File: config.mk
export PLATFORM = sky130hd
export DESIGN_NAME = if_stage
export DESIGN_NICKNAME = d
export VERILOG_FILES = /design/src/source/if_pkg.sv /design/src/source/fetch_if.sv /design/src/source/if_id_reg.sv /design/src/source/if_stage.sv /design/src/source/pc_select.sv /design/src/source/prefetch_unit.sv
export SDC_FILE = /design/constraint.sdc
export NUM_CORES = 1
export LEC_CHECK = 0
export ABC_CLOCK_PERIOD_IN_PS = 8000
export BUFFER_PORTS_ARGS = -buffer_cell sky130_fd_sc_hd__buf_2
export CAP_MARGIN = 15
export CORE_ASPECT_RATIO = 1.1
export CORE_MARGIN = 1
export CORE_UTILIZATION = 47
export DETAILED_ROUTE_END_ITERATION = 12
export MAX_ROUTING_LAYER = met4
export PLACE_DENSITY = 0.77
export SYNTH_ARGS = -nofsm -noshare
export SYNTH_HDL_FRONTEND = slang
export SYNTH_SLANG_ARGS = --single-unit
File: constraint.sdc
create_clock -name clk_i -period 8 [get_ports clk_i]
set_clock_uncertainty 0.1 [all_clocks]
set_input_delay 1.6 -clock clk_i [delete_from_list [all_inputs] [get_ports clk_i]]
set_output_delay 1.6 -clock clk_i [all_outputs]
set_load 0.1 [all_outputs]
File: src/source/if_pkg.sv
// fetch-stage types and constants
// next-pc and exception handler select enums
package if_pkg;

  ////////////////////
  // basic types
  ////////////////////

  typedef logic [31:0] addr_t;
  typedef logic [31:0] word_t;

  // interrupt cause index for vectored mode
  typedef logic [4:0] irq_vec_t;

  // source of the next fetch address
  typedef enum logic [2:0] {
    PC_BOOT = 3'd0,
    PC_JUMP = 3'd1,
    PC_EXC  = 3'd2,
    PC_ERET = 3'd3,
    PC_DRET = 3'd4
  } pc_sel_e;

  // kind of handler entered on PC_EXC
  typedef enum logic [1:0] {
    EXC_PC_EXC     = 2'd0,
    EXC_PC_IRQ     = 2'd1,
    EXC_PC_DBD     = 2'd2,
    EXC_PC_DBG_EXC = 2'd3
  } exc_pc_sel_e;

  ////////////////////
  // constants
  ////////////////////

  // debug module entry points
  localparam addr_t DM_HALT_ADDR = 32'h1A11_0800;
  localparam addr_t DM_EXC_ADDR  = 32'h1A11_0808;

  // first instruction sits 0x80 into the aligned boot region
  localparam logic [7:0] BOOT_OFFSET     = 8'h80;
  localparam int unsigned TVEC_ALIGN_BITS = 8;
  // all internal interrupts share this vector
  localparam irq_vec_t NMI_VEC = 5'd31;

  localparam int unsigned PREFETCH_DEPTH = 2;
  localparam addr_t INSTR_BYTES = 32'd4;

endpackage

File: src/source/fetch_if.sv
// fetch handshake between the prefetch buffer and the IF-ID register
`timescale 1ns/1ps

interface fetch_if;

  // word offered by the prefetch buffer
  logic          valid;
  if_pkg::word_t rdata;
  if_pkg::addr_t addr;
  // bus error flag of this word
  logic          err;
  // IF-ID register can take the word
  logic          ready;

  // prefetch side
  modport src (output valid, rdata, addr, err, input ready);

  // pipeline register side
  modport dst (input valid, rdata, addr, err, output ready);

endinterface

File: src/source/if_id_reg.sv
// IF-ID pipeline register
// valid, new-instruction pulse and combined fetch error
`timescale 1ns/1ps

module if_id_reg (
  input  logic          clk_i,
  input  logic          rst_ni,
  input  logic          id_in_ready_i,
  input  logic          instr_valid_clear_i,
  input  logic          pmp_err_if_i,
  output logic          instr_valid_id_o,
  output logic          instr_new_id_o,
  output if_pkg::word_t instr_rdata_id_o,
  output if_pkg::addr_t pc_id_o,
  output if_pkg::addr_t pc_if_o,
  output logic          instr_fetch_err_o,
  fetch_if.dst          fetch_i
);

  logic hs;
  logic valid_q, new_q;

  // ID takes a word whenever it is ready
  assign fetch_i.ready = id_in_ready_i;
  assign hs            = fetch_i.valid & fetch_i.ready;

  // address of the word currently offered, pmp checks against this
  assign pc_if_o = fetch_i.addr;

  ////////////////////
  // control
  ////////////////////

  always_ff @(posedge clk_i or negedge rst_ni) begin
    if (!rst_ni) begin
      valid_q <= 1'b0;
      new_q   <= 1'b0;
    end else begin
      // valid holds until the ID stage clears it
      valid_q <= hs | (valid_q & ~instr_valid_clear_i);
      new_q   <= hs;
    end
  end

  // payload, frozen while stalled
  always_ff @(posedge clk_i) begin
    if (hs) begin
      instr_rdata_id_o  <= fetch_i.rdata;
      pc_id_o           <= fetch_i.addr;
      // bus error or pmp fault on this word
      instr_fetch_err_o <= fetch_i.err | pmp_err_if_i;
    end
  end

  assign instr_valid_id_o = valid_q;
  assign instr_new_id_o   = new_q;

endmodule

File: src/source/if_stage.sv
// instruction fetch stage top
// pc select, prefetch unit and IF-ID register
`timescale 1ns/1ps

module if_stage (
  input  logic                clk_i,
  input  logic                rst_ni,
  input  if_pkg::addr_t       boot_addr_i,
  input  logic                req_i,
  // wishbone instruction bus
  output logic                wb_cyc_o,
  output logic                wb_stb_o,
  output if_pkg::addr_t       wb_adr_o,
  input  if_pkg::word_t       wb_dat_i,
  input  logic                wb_ack_i,
  input  logic                wb_err_i,
  // to ID
  output logic                instr_valid_id_o,
  output logic                instr_new_id_o,
  output if_pkg::word_t       instr_rdata_id_o,
  output logic                instr_fetch_err_o,
  output if_pkg::addr_t       pc_if_o,
  output if_pkg::addr_t       pc_id_o,
  input  logic                pmp_err_if_i,
  // control
  input  logic                instr_valid_clear_i,
  input  logic                pc_set_i,
  input  if_pkg::pc_sel_e     pc_mux_i,
  input  if_pkg::exc_pc_sel_e exc_pc_mux_i,
  input  if_pkg::irq_vec_t    irq_vec_i,
  input  logic                irq_int_i,
  input  if_pkg::addr_t       branch_target_i,
  // csr
  input  if_pkg::addr_t       csr_mepc_i,
  input  if_pkg::addr_t       csr_depc_i,
  input  if_pkg::addr_t       csr_mtvec_i,
  output logic                csr_mtvec_init_o,
  input  logic                id_in_ready_i,
  output logic                if_busy_o
);

  if_pkg::addr_t fetch_addr_n;

  fetch_if fetch_bus ();

  pc_select pc_select_i (
    .boot_addr_i     (boot_addr_i),
    .branch_target_i (branch_target_i),
    .csr_mepc_i      (csr_mepc_i),
    .csr_depc_i      (csr_depc_i),
    .csr_mtvec_i     (csr_mtvec_i),
    .pc_mux_i        (pc_mux_i),
    .exc_pc_mux_i    (exc_pc_mux_i),
    .irq_vec_i       (irq_vec_i),
    .irq_int_i       (irq_int_i),
    .pc_set_i        (pc_set_i),
    .fetch_addr_o    (fetch_addr_n),
    .csr_mtvec_init_o(csr_mtvec_init_o)
  );

  // redirect reaches the prefetcher in the same cycle
  prefetch_unit prefetch_unit_i (
    .clk_i        (clk_i),
    .rst_ni       (rst_ni),
    .req_i        (req_i),
    .branch_i     (pc_set_i),
    .branch_addr_i(fetch_addr_n),
    .wb_cyc_o     (wb_cyc_o),
    .wb_stb_o     (wb_stb_o),
    .wb_adr_o     (wb_adr_o),
    .wb_dat_i     (wb_dat_i),
    .wb_ack_i     (wb_ack_i),
    .wb_err_i     (wb_err_i),
    .busy_o       (if_busy_o),
    .fetch_o      (fetch_bus.src)
  );

  if_id_reg if_id_reg_i (
    .clk_i              (clk_i),
    .rst_ni             (rst_ni),
    .id_in_ready_i      (id_in_ready_i),
    .instr_valid_clear_i(instr_valid_clear_i),
    .pmp_err_if_i       (pmp_err_if_i),
    .instr_valid_id_o   (instr_valid_id_o),
    .instr_new_id_o     (instr_new_id_o),
    .instr_rdata_id_o   (instr_rdata_id_o),
    .pc_id_o            (pc_id_o),
    .pc_if_o            (pc_if_o),
    .instr_fetch_err_o  (instr_fetch_err_o),
    .fetch_i            (fetch_bus.dst)
  );

endmodule

File: src/source/pc_select.sv
// next fetch address mux and exception handler address
// also flags mtvec init on boot
`timescale 1ns/1ps

module pc_select (
  input  if_pkg::addr_t       boot_addr_i,
  input  if_pkg::addr_t       branch_target_i,
  input  if_pkg::addr_t       csr_mepc_i,
  input  if_pkg::addr_t       csr_depc_i,
  input  if_pkg::addr_t       csr_mtvec_i,
  input  if_pkg::pc_sel_e     pc_mux_i,
  input  if_pkg::exc_pc_sel_e exc_pc_mux_i,
  input  if_pkg::irq_vec_t    irq_vec_i,
  input  logic                irq_int_i,
  input  logic                pc_set_i,
  output if_pkg::addr_t       fetch_addr_o,
  output logic                csr_mtvec_init_o
);

  if_pkg::addr_t    trap_base;
  if_pkg::addr_t    boot_pc;
  if_pkg::addr_t    exc_pc;
  if_pkg::irq_vec_t irq_vec;

  // low bits of mtvec hold the mode field, drop them
  assign trap_base = {csr_mtvec_i[31:if_pkg::TVEC_ALIGN_BITS], {if_pkg::TVEC_ALIGN_BITS{1'b0}}};
  assign boot_pc   = {boot_addr_i[31:if_pkg::TVEC_ALIGN_BITS], if_pkg::BOOT_OFFSET};

  // internal interrupts always take the nmi slot
  assign irq_vec = irq_int_i ? if_pkg::NMI_VEC : irq_vec_i;

  // handler address
  always_comb begin
    unique case (exc_pc_mux_i)
      if_pkg::EXC_PC_EXC:     exc_pc = trap_base;
      if_pkg::EXC_PC_IRQ:     exc_pc = trap_base + if_pkg::addr_t'(irq_vec) * if_pkg::INSTR_BYTES;
      if_pkg::EXC_PC_DBD:     exc_pc = if_pkg::DM_HALT_ADDR;
      if_pkg::EXC_PC_DBG_EXC: exc_pc = if_pkg::DM_EXC_ADDR;
      default:                exc_pc = trap_base;
    endcase
  end

  // next fetch address
  always_comb begin
    unique case (pc_mux_i)
      if_pkg::PC_BOOT: fetch_addr_o = boot_pc;
      if_pkg::PC_JUMP: fetch_addr_o = branch_target_i;
      if_pkg::PC_EXC:  fetch_addr_o = exc_pc;
      if_pkg::PC_ERET: fetch_addr_o = csr_mepc_i;
      if_pkg::PC_DRET: fetch_addr_o = csr_depc_i;
      default:         fetch_addr_o = boot_pc;
    endcase
  end

  // csr file loads mtvec from boot address on the boot redirect
  assign csr_mtvec_init_o = pc_set_i & (pc_mux_i == if_pkg::PC_BOOT);

endmodule

File: src/source/prefetch_unit.sv
// wishbone classic read master feeding a small prefetch buffer
// branch flushes the buffer and drops the open response
`timescale 1ns/1ps

module prefetch_unit (
  input  logic          clk_i,
  input  logic          rst_ni,
  input  logic          req_i,
  input  logic          branch_i,
  input  if_pkg::addr_t branch_addr_i,
  output logic          wb_cyc_o,
  output logic          wb_stb_o,
  output if_pkg::addr_t wb_adr_o,
  input  if_pkg::word_t wb_dat_i,
  input  logic          wb_ack_i,
  input  logic          wb_err_i,
  output logic          busy_o,
  fetch_if.src          fetch_o
);

  // bus cycle state
  logic          cyc_q;
  logic          discard_q;
  if_pkg::addr_t adr_q;
  if_pkg::addr_t fetch_addr_q;

  // buffer storage, payload only
  if_pkg::word_t pb_rdata_q [if_pkg::PREFETCH_DEPTH];
  if_pkg::addr_t pb_addr_q  [if_pkg::PREFETCH_DEPTH];
  logic          pb_err_q   [if_pkg::PREFETCH_DEPTH];

  logic [$clog2(if_pkg::PREFETCH_DEPTH)-1:0]   wr_ptr_q, rd_ptr_q;
  logic [$clog2(if_pkg::PREFETCH_DEPTH+1)-1:0] count_q, count_next;

  logic          resp, push, pop, start;
  if_pkg::addr_t branch_addr, start_addr;

  ////////////////////
  // control
  ////////////////////

  // only whole words are fetched
  assign branch_addr = branch_addr_i & ~(if_pkg::INSTR_BYTES - 32'd1);

  assign resp = cyc_q & (wb_ack_i | wb_err_i);
  // response of a cycle opened before a branch goes nowhere
  assign push = resp & ~discard_q & ~branch_i;
  assign pop  = fetch_o.valid & fetch_o.ready;

  always_comb begin
    count_next = count_q;
    if (push) begin
      count_next = count_next + 1'b1;
    end
    if (pop) begin
      count_next = count_next - 1'b1;
    end
    if (branch_i) begin
      count_next = '0;
    end
  end

  // new read only when no cycle stays open and a slot is free for it
  assign start      = req_i & (~cyc_q | resp) & (count_next < if_pkg::PREFETCH_DEPTH);
  assign start_addr = branch_i ? branch_addr : fetch_addr_q;

  always_ff @(posedge clk_i or negedge rst_ni) begin
    if (!rst_ni) begin
      cyc_q        <= 1'b0;
      discard_q    <= 1'b0;
      adr_q        <= '0;
      fetch_addr_q <= '0;
      count_q      <= '0;
      wr_ptr_q     <= '0;
      rd_ptr_q     <= '0;
    end else begin
      count_q <= count_next;
      // cyc and stb drop after ack/err unless the next read follows at once
      if (start) begin
        cyc_q        <= 1'b1;
        adr_q        <= start_addr;
        fetch_addr_q <= start_addr + if_pkg::INSTR_BYTES;
      end else begin
        if (resp) begin
          cyc_q <= 1'b0;
        end
        if (branch_i) begin
          fetch_addr_q <= branch_addr;
        end
      end
      // branch mid-cycle marks the open read as stale
      if (resp) begin
        discard_q <= 1'b0;
      end else if (branch_i && cyc_q) begin
        discard_q <= 1'b1;
      end
      if (branch_i) begin
        wr_ptr_q <= '0;
        rd_ptr_q <= '0;
      end else begin
        if (push) begin
          wr_ptr_q <= (int'(wr_ptr_q) == if_pkg::PREFETCH_DEPTH - 1) ? '0 : wr_ptr_q + 1'b1;
        end
        if (pop) begin
          rd_ptr_q <= (int'(rd_ptr_q) == if_pkg::PREFETCH_DEPTH - 1) ? '0 : rd_ptr_q + 1'b1;
        end
      end
    end
  end

  ////////////////////
  // buffer
  ////////////////////

  always_ff @(posedge clk_i) begin
    if (push) begin
      pb_rdata_q[wr_ptr_q] <= wb_dat_i;
      pb_addr_q[wr_ptr_q]  <= adr_q;
      pb_err_q[wr_ptr_q]   <= wb_err_i;
    end
  end

  // head of the buffer, hidden during a redirect
  assign fetch_o.valid = (count_q != '0) & ~branch_i;
  assign fetch_o.rdata = pb_rdata_q[rd_ptr_q];
  assign fetch_o.addr  = pb_addr_q[rd_ptr_q];
  assign fetch_o.err   = pb_err_q[rd_ptr_q];

  assign wb_cyc_o = cyc_q;
  assign wb_stb_o = cyc_q;
  assign wb_adr_o = adr_q;
  assign busy_o   = cyc_q | (count_q != '0);

endmodule

Word-level counts from Yosys, hierarchy flattened:

Memory sizes are Yosys's and may differ from the RTL's. A register that Yosys moved wholly into a read port is not among the register bits.
Cells that the tools add are included.

* register bits: 105
* bits in writable memories: 130
* input bits: 212
* output and inout bits: 135
* memories: 3

* add/subtract/negate cells: 6
* order comparisons: 1
* eq/ne operators: 7
* multiplexer cells: 20
* bitwise logic cells: 18
* reductions and logical operators: 8

Memory list
* prefetch_unit_i.pb_addr_q: words 2, width 32, read ports 1, clocked after memory_dff 0, write ports 1, RTL line prefetch_unit.sv:29 `if_pkg::addr_t pb_addr_q [if_pkg::PREFETCH_DEPTH];`
* prefetch_unit_i.pb_rdata_q: words 2, width 32, read ports 1, clocked after memory_dff 1, write ports 1, RTL line prefetch_unit.sv:28 `if_pkg::word_t pb_rdata_q [if_pkg::PREFETCH_DEPTH];`
* prefetch_unit_i.pb_err_q: words 2, width 1, read ports 1, clocked after memory_dff 0, write ports 1, RTL line prefetch_unit.sv:30 `logic pb_err_q [if_pkg::PREFETCH_DEPTH];`

Operators with widths (number)
* case mux 32 bit (4 select lines): 2
* 2-to-1 mux 32 bit: 2
* adder 32 x 3 -> 32 bit (second input constant): 1
* adder 32 x 7 -> 32 bit: 1
* 2-to-1 mux 1 bit: 12
* nonzero test 2 bit: 5
* AND 1 bit: 9
* == test 3 x 2 -> 1 bit (second input constant): 2
* 2-to-1 mux 2 bit: 3
* 2-to-1 mux 5 bit: 1
* OR 1 bit: 5
* == test 2 bit (second input constant): 2
* inverter 1 bit: 4
* == test 3 x 1 -> 1 bit (second input constant): 1
* == test 3 bit (second input constant): 1
* logical NOT 3 bit: 1
* adder 1 bit (second input constant): 2
* adder 2 x 1 -> 2 bit (second input constant): 1
* == test 2 x 1 -> 1 bit (second input constant): 1
* logical NOT 2 bit: 1
* < comparator 2 bit (second input constant): 1
* subtractor 2 x 1 -> 2 bit (second input constant): 1
* logical AND 1 bit: 1

Depth between registers and ports, before layout:

Gate-level depths: netlist of the first run.

* word-level depth: 11
* gate-level depth with buffers: 13

By module:

Synthesis of the first run repeated with hierarchy kept, for this count alone.

* cell total of the unflattened synthesis: 866
* area, all modules: 12234.2 um^2

Modules (own cells, without submodules)
* prefetch_unit: instances 1, cells each 559, area each 8294.2 um^2, sequential area each 5655.4 um^2
* if_id_reg: instances 1, cells each 104, area each 2275.9 um^2, sequential area each 2001.9 um^2
* pc_select: instances 1, cells each 203, area each 1664.1 um^2, sequential area each 0.0 um^2

Worst setup path before layout of the first run:

No wires, ideal clock.

* path kind: input to register
* from: in pc_set_i
* to: mem prefetch_unit_i.pb_addr_q[0][0] (netlist name) (enable)
* library setup time: 652 ps
* arrival: 9061 ps
* setup slack: -1813 ps
* stages on the path: 7
* buffers on the path: 6
* cells stage by stage: buf_2 -> buf_1 -> buf_2 -> buf_1 -> buf_1 -> clkbuf_1 -> nor4_1

* cells in the longest elaborated chain, start to end: 4

RTL lines
* from (decl): RTL line if_stage.sv:27 `input logic pc_set_i,`
* inverter 1 bit: RTL line prefetch_unit.sv:47 `assign push = resp & ~discard_q & ~branch_i;`
* AND 1 bit: RTL line prefetch_unit.sv:47
* 2-to-1 mux 1 bit: RTL line prefetch_unit.sv:116 `if (push) begin`
* 2-to-1 mux 1 bit (implied by the code): RTL line prefetch_unit.sv:118 `pb_addr_q[wr_ptr_q] <= adr_q;`
* to (decl): RTL line prefetch_unit.sv:29

Every way passes these cells.

Final worst setup path of the first run:

* from: in pc_mux_i[0]
* to: out csr_mtvec_init_o

* cells in the longest elaborated chain, start to end: 2

RTL lines
* from (decl): RTL line if_stage.sv:28 `input if_pkg::pc_sel_e pc_mux_i,`
* logical NOT 3 bit: RTL line pc_select.sv:56 `assign csr_mtvec_init_o = pc_set_i & (pc_mux_i == if_pkg::PC_BOOT);`
* AND 1 bit: RTL line pc_select.sv:56
* to (decl): RTL line if_stage.sv:37 `output logic csr_mtvec_init_o,`

Every way passes these cells.

==> results of run 1 <==
-- path summary, 6_finish.rpt --
check / cells after the start / end / slack [ns] / start
setup / recovery: 4 / csr_mtvec_init_o / 3.23 / pc_mux_i[0]
hold / removal: 0 / prefetch_unit_i.pb_addr_q[1][23] / 0.39 / prefetch_unit_i.wb_adr_o[23]
setup reg to reg: 9 / prefetch_unit_i.fetch_addr_q[28] / 4.62 / prefetch_unit_i.count_q[0]
hold reg to reg: 0 / prefetch_unit_i.pb_addr_q[1][23] / 0.39 / prefetch_unit_i.wb_adr_o[23]
max in group asynchronous: 1 / prefetch_unit_i.rd_ptr_q / 5.96 / rst_ni
min in group asynchronous: 1 / prefetch_unit_i.wb_cyc_o / 1.12 / rst_ni
-- area by class of cell --
cell class / instances / share of cell area (%)
Sequential cell: 267 / 53.5
Multi-Input combinational cell: 517 / 26.1
Timing Repair Buffer: 332 / 11.8
Clock buffer: 36 / 4.73
Tap cell: 310 / 2.71
Clock inverter: 8 / 0.821
Inverter: 13 / 0.341
Antenna cell: 2 / 0.0349
-- sequential cells by signal, indices dropped and copies added, names as in the netlist, 2 cells and up --
| register | flops |
|---|---|
| prefetch_unit_i.pb_rdata_q | 64 |
| prefetch_unit_i.count_q | 2 |
| prefetch_unit_i.pb_addr_q | 64 |
| prefetch_unit_i.fetch_addr_q | 32 |
| if_id_reg_i.instr_rdata_id_o | 32 |
| prefetch_unit_i.wb_adr_o | 32 |
| prefetch_unit_i.pb_err_q | 2 |
| if_id_reg_i.pc_id_o | 32 |
-- kinds of logic (layout without fill, tap and decap cells) --
kind of cell | count (synthesis) | count (layout) | synth area share, %
adders and majority gates | 2 | 2 | 0.215
AOI/OAI and AO/OA | 125 | 125 | 7.95
muxes | 99 | 99 | 9.39
xor gates and xnor gates | 34 | 34 | 2.55
and+or+nand+nor | 257 | 257 | 11.7
buffers and inverters | 61 | 389 | 2.48
DFF | 267 | 267 | 65.7
other | 0 | 2 | 0
-- layer usage --
layer / global-route usage [%] / vias up / share of wire (%)
li1: - / 3794 / -
met1: 27.8 / 3839 / 41
met2: 38.5 / 324 / 49
met3: 2.43 / 75 / 5.5
met4: 10.2 / 0 / 4.5
met5: - / - / 0
-- worst max-delay path, delay by kind of cell --
| kind | cells | cell delay [ns] |
|---|---|---|
| simple gates | 2 | 0.69 |
| buf+inv | 2 | 0.77 |
-- where the power goes --
part           total [mW]  internal, mW  switching (mW)
combinational        2.13         0.397            1.73
sequential           1.99          1.81           0.183
clock                1.17         0.684           0.483
total                5.29          2.89            2.40
-- through the flow --
stage / util (%) / total power, mW / instances / area, um2
3_3_place_gp: 55.4 / 4.13 / 1439 / 13500
3_5_place_dp: 55.4 / 4.16 / 1439 / 13500
2_1_floorplan: - / 3.74 / 845 / 11700
6_report: 58.7 / 5.29 / 1485 / 14300
4_1_cts: 58.7 / 5.33 / 1483 / 14300
5_1_grt: 58.7 / 5.47 / 1485 / 14300
-- cell usage in the layout, fill, tap and decap left out, types with 10 or more instances in the layout --
master,Yosys,routed
a21oi_1,16,16
a22oi_1,13,13
buf_2,12,323
clkbuf_1,20,10
clkbuf_16,0,25
dfrtp_1,72,71
edfxtp_1,195,195
inv_1,13,13
mux2_2,83,83
mux2i_1,16,16
nand2_1,98,98
nand3_1,12,12
nor2_1,46,45
nor2b_1,13,13
o211ai_1,12,12
o21ai_0,23,23
xnor2_1,27,27
-- Yosys cell counts, types with 12 or more instances --
master / number / area, um2
edfxtp_1: 195 / 5860
o21ai_0: 23 / 115
o211ai_1: 12 / 90.1
mux2_2: 83 / 935
clkbuf_1: 20 / 75.1
nand2_1: 98 / 368
nand3_1: 12 / 60.1
a21oi_1: 16 / 80.1
a22oi_1: 13 / 97.6
dfrtp_1: 72 / 1800
inv_1: 13 / 48.8
nor2b_1: 13 / 81.3
mux2i_1: 16 / 160
buf_2: 12 / 60.1
xnor2_1: 27 / 236
nor2_1: 46 / 173
==> flow_metrics.tcl, run 1 <==
set metrics [dict create \
    clock-root-buffer "clkbuf_16" \
    critPathKind "in -> out" \
    start_util_pct 47.8 \
    yosys_register_bits 267 \
    max_freq_ghz 0.210 \
    power.leakage_nw 5.78 \
    drv_slew 0 \
    setup_viol 0 \
    io_buffers 324 \
    place_congestion 0.896 \
    holdBufCountCts 0 \
    die_area_um2 25400 \
    syn_area_per_cell_um2 13.8 \
    numCtsBuffers 25 \
    syn-num-nets 1059 \
    powerDensity_nw_per_um2 369 \
    ios 347 \
    totalWireLength_um 28600 \
    grt_max_degree 73 \
    violations "design-rule violations" \
    yosys_warnings 0 \
    area_growth_pct 22.8 \
    endpoint_kind "output port" \
    vdd_drop_max_mv 0.218 \
    synth_seq_area_share_pct 65.7 \
    vias 8032 \
    grt_pass1_wl_um 43800 \
    slowest_stage "or3_1" \
    regArea_um2 7660 \
    hp-class "reg -> reg" \
    maxCapViolations 0 \
    route.detailed.drc 16 \
    coreArea_um2 24400 \
    slew_headroom_pct 35.6 \
    syn_inst 845 \
    critPathLaunchType "input pin" \
    crit_top_cell "buf_2" \
    first_pass_iters 10 \
    outcome "complete, but fails checks" \
    cts.sinks 267 \
    path_cells "buf_2 > or3_1 > nor2_1 > buf_2" \
    holdWs_ns 0.385 \
    fin_ws_ns 3.23 \
    synthFlopType "edfxtp_1" \
    final_hold_viol_count 0 \
    fin_nets 1370 \
    synth_area_um2 11700 \
    synth_cell_types 70 \
    fin_crit_ns 4.77 \
    dp_hpwl_um 20100 \
    synth-edff-count 195 \
    drive_gt1_share_pct 40.0 \
    rsz0062_at_grt "false" \
    cts_tree "built" \
    multiInputGateArea_um2 3740 \
    fp.dieW_um 152 \
    dp_slack_ns 2.77 \
    nFillCells 1987 \
    worst_pin_slew_ns 0.966 \
    h-tree-depth 1 \
    wl_per_cell_um 19.2 \
    worst_ep_required_time_ns 6.30 \
    dr.first_iter.drc_count 433 \
    postCtsSetupBuffers 0 \
    worstPathArrival_ns 3.07 \
    grt_overflow_total 0 \
    cp_max_fo 44 \
    chipHeight_um 167 \
    clock_latency_ns 0.51 \
    slowest_delay_ns 0.54 \
    drtAntennaViolNets 0 \
    async_reset_ff_share_pct 27.0 \
    viasPerCell 5.41 \
    path_clk_slew_ns 0.06 \
    cts.path.max_buffers 3 \
    fp-row-count 60 \
    track_usage_pct 22.8 \
    antenna_found_initial 2 \
    tns_ns 0 \
    fin_crit_sh_pct 59.6 \
    grt_pass1_vias 8082 \
    cts_resized 0 \
]
Note: power is estimated with default switching activity, not from simulation.
==> run 2, diff against run 1 <==
Settings changed: ABC_CLOCK_PERIOD_IN_PS 8000 to 4430, CORE_UTILIZATION 47 to 50, PLACE_DENSITY 0.77 to 0.78.
Clock period 8 ns to 4.43 ns, I/O delays scaled along.
==> flow_metrics.tcl, run 2 (synthesis results as in run 1) <==
set metrics [dict create \
    outcome "finished, final reports clean" \
    power.leakage_nw 5.88 \
    endpoint_kind "register" \
    worst_ep_required_time_ns 4.71 \
    utilization_pct 63.3 \
    io_buffers 324 \
    area_growth_pct 24.0 \
    place_congestion 0.891 \
    ios 347 \
    first_pass_iters 5 \
    start_util_pct 51.0 \
    routed.top_layer "met4" \
    fin_nets 1387 \
    die_area_um2 23900 \
    dr_wl_met2_um 14100 \
    rsz0062_at_grt "false" \
    vias 8166 \
    path_cells "buf_2 > nor4b_2 > a21oi_1 > a221oi_4 > nand4_2 > nor4b_4 > nand4_1 > xor2_1" \
    final_cell_mix "buf_2 (323), edfxtp_1 (195), nand2_1 (98)" \
    cp_max_fo 30 \
    grt_pass1_vias 7977 \
    grt_overflow_total 0 \
    cp_num_buf_inv 1 \
    grt_pass1_wl_um 43600 \
    stdcell_area_um2 14500 \
    cts_resized 0 \
    wl_per_cell_um 19.1 \
    slew_headroom_pct 35.8 \
    critPathKind "in -> reg" \
    setup_viol 0 \
    hp-class "reg -> reg" \
    vdd_drop_max_mv 0.437 \
    critPathLaunchType "input pin" \
    cts.sinks 267 \
    track_usage_pct 24.3 \
    antenna_found_initial 1 \
    placedInstanceArea_um2 13600 \
    slowest_delay_ns 0.73 \
    coreArea_um2 22900 \
    postCtsSetupBuffers 0 \
    nFillCells 1738 \
    wl_met3_um 1710 \
    numCtsBuffers 25 \
    cts_tree "built" \
    clock-root-buffer "clkbuf_16" \
    drtAntennaViolNets 0 \
    viasPerCell 5.47 \
    slowest_stage "nor4b_4" \
    top_regs "prefetch_unit_i.pb_addr_q (64), prefetch_unit_i.pb_rdata_q (64)" \
    wl_met1_um 11700 \
    chipHeight_um 162 \
    path_clk_slew_ns 0.06 \
    final_hold_viol_count 0 \
    max_freq_ghz 0.276 \
    final_common_cell "buf_2" \
    tns_ns 0 \
    worstPathArrival_ns 3.90 \
    fin_crit_sh_pct 81.7 \
    ff2ff_setup_slack_ns 1.13 \
    powerDensity_nw_per_um2 665 \
    totalWireLength_um 28400 \
    route.detailed.drc 0 \
    fp-row-count 58 \
    crit_family "simple AND/OR/NAND/NOR gates" \
    dp_hpwl_um 20600 \
    maxCapViolations 0 \
    clock_latency_ns 0.51 \
    holdBufCountCts 0 \
    drive_gt1_share_pct 41.3 \
    dr.first_iter.drc_count 445 \
    cts.path.max_buffers 3 \
    worst_pin_slew_ns 0.962 \
    grt_max_degree 73 \
    fin_crit_ns 3.62 \
    drv_slew 0 \
    fp.dieW_um 148 \
    h-tree-depth 1 \
]
## run 2: cell count changes in the layout (fill, tap and decap cells not counted), sizes merged
| cell | before | now |
|---|---|---|
| bufinv | 3 | 4 |
| diode | 2 | 1 |
| inv | 14 | 13 |
| clkinv | 3 | 10 |
| clkbuf | 36 | 27 |
| buf | 332 | 349 |
| clkinvlp | 1 | 4 |
## run 2: through the flow
step / hold WS [ns] / cells / worst slack, ns / total power [mW]
6_report: 0.393 / 1492 / 0.811 / 9.62
3_3_place_gp: 0.374 / 1446 / 0.397 / 7.47
4_1_cts: 0.401 / 1491 / 0.852 / 9.71
2_1_floorplan: 0.369 / 845 / 0.0274 / 6.75
3_5_place_dp: 0.385 / 1446 / 0.293 / 7.54
5_1_grt: 0.417 / 1492 / 0.562 / 9.98
## run 2: final timing paths
kind	from	end	cells past startpoint
max reg2reg	prefetch_unit_i.count_q[0]	prefetch_unit_i.fetch_addr_q[30]	9
min in group asynchronous	rst_ni	prefetch_unit_i.wb_adr_o[9]	1
min reg2reg	prefetch_unit_i.wb_adr_o[21]	prefetch_unit_i.pb_addr_q[1][21]	0
max in group asynchronous	rst_ni	prefetch_unit_i.rd_ptr_q	1
max	pc_mux_i[1]	prefetch_unit_i.fetch_addr_q[30]	8
min	prefetch_unit_i.wb_adr_o[21]	prefetch_unit_i.pb_addr_q[1][21]	0
## run 2: report_power, final
part	switching [mW]	leakage [nW]	internal, mW
clock network	0.890	0.393	1.27
registers	0.305	2.66	3.26
logic	3.16	2.83	0.745
total	4.35	5.88	5.27
## run 2: final cells by class
class                   instances  area, um2  area share (%)
flip-flops and latches        267       7660            52.9
clock inverters                18        194            1.34
well taps                     300        375            2.60
multi-input cells             517       3740            25.9
inverters                      13       48.8           0.337
repair buffers                349       1810            12.5
clock buffers                  27        633            4.38
diodes                          1       2.50          0.0173
## run 2: per-layer routing
layer,global-route usage [%],vias to the layer above
li1,-,3837
met4,8.58,0
met2,40.4,391
met5,-,-
met3,2.53,61
met1,31.1,3877
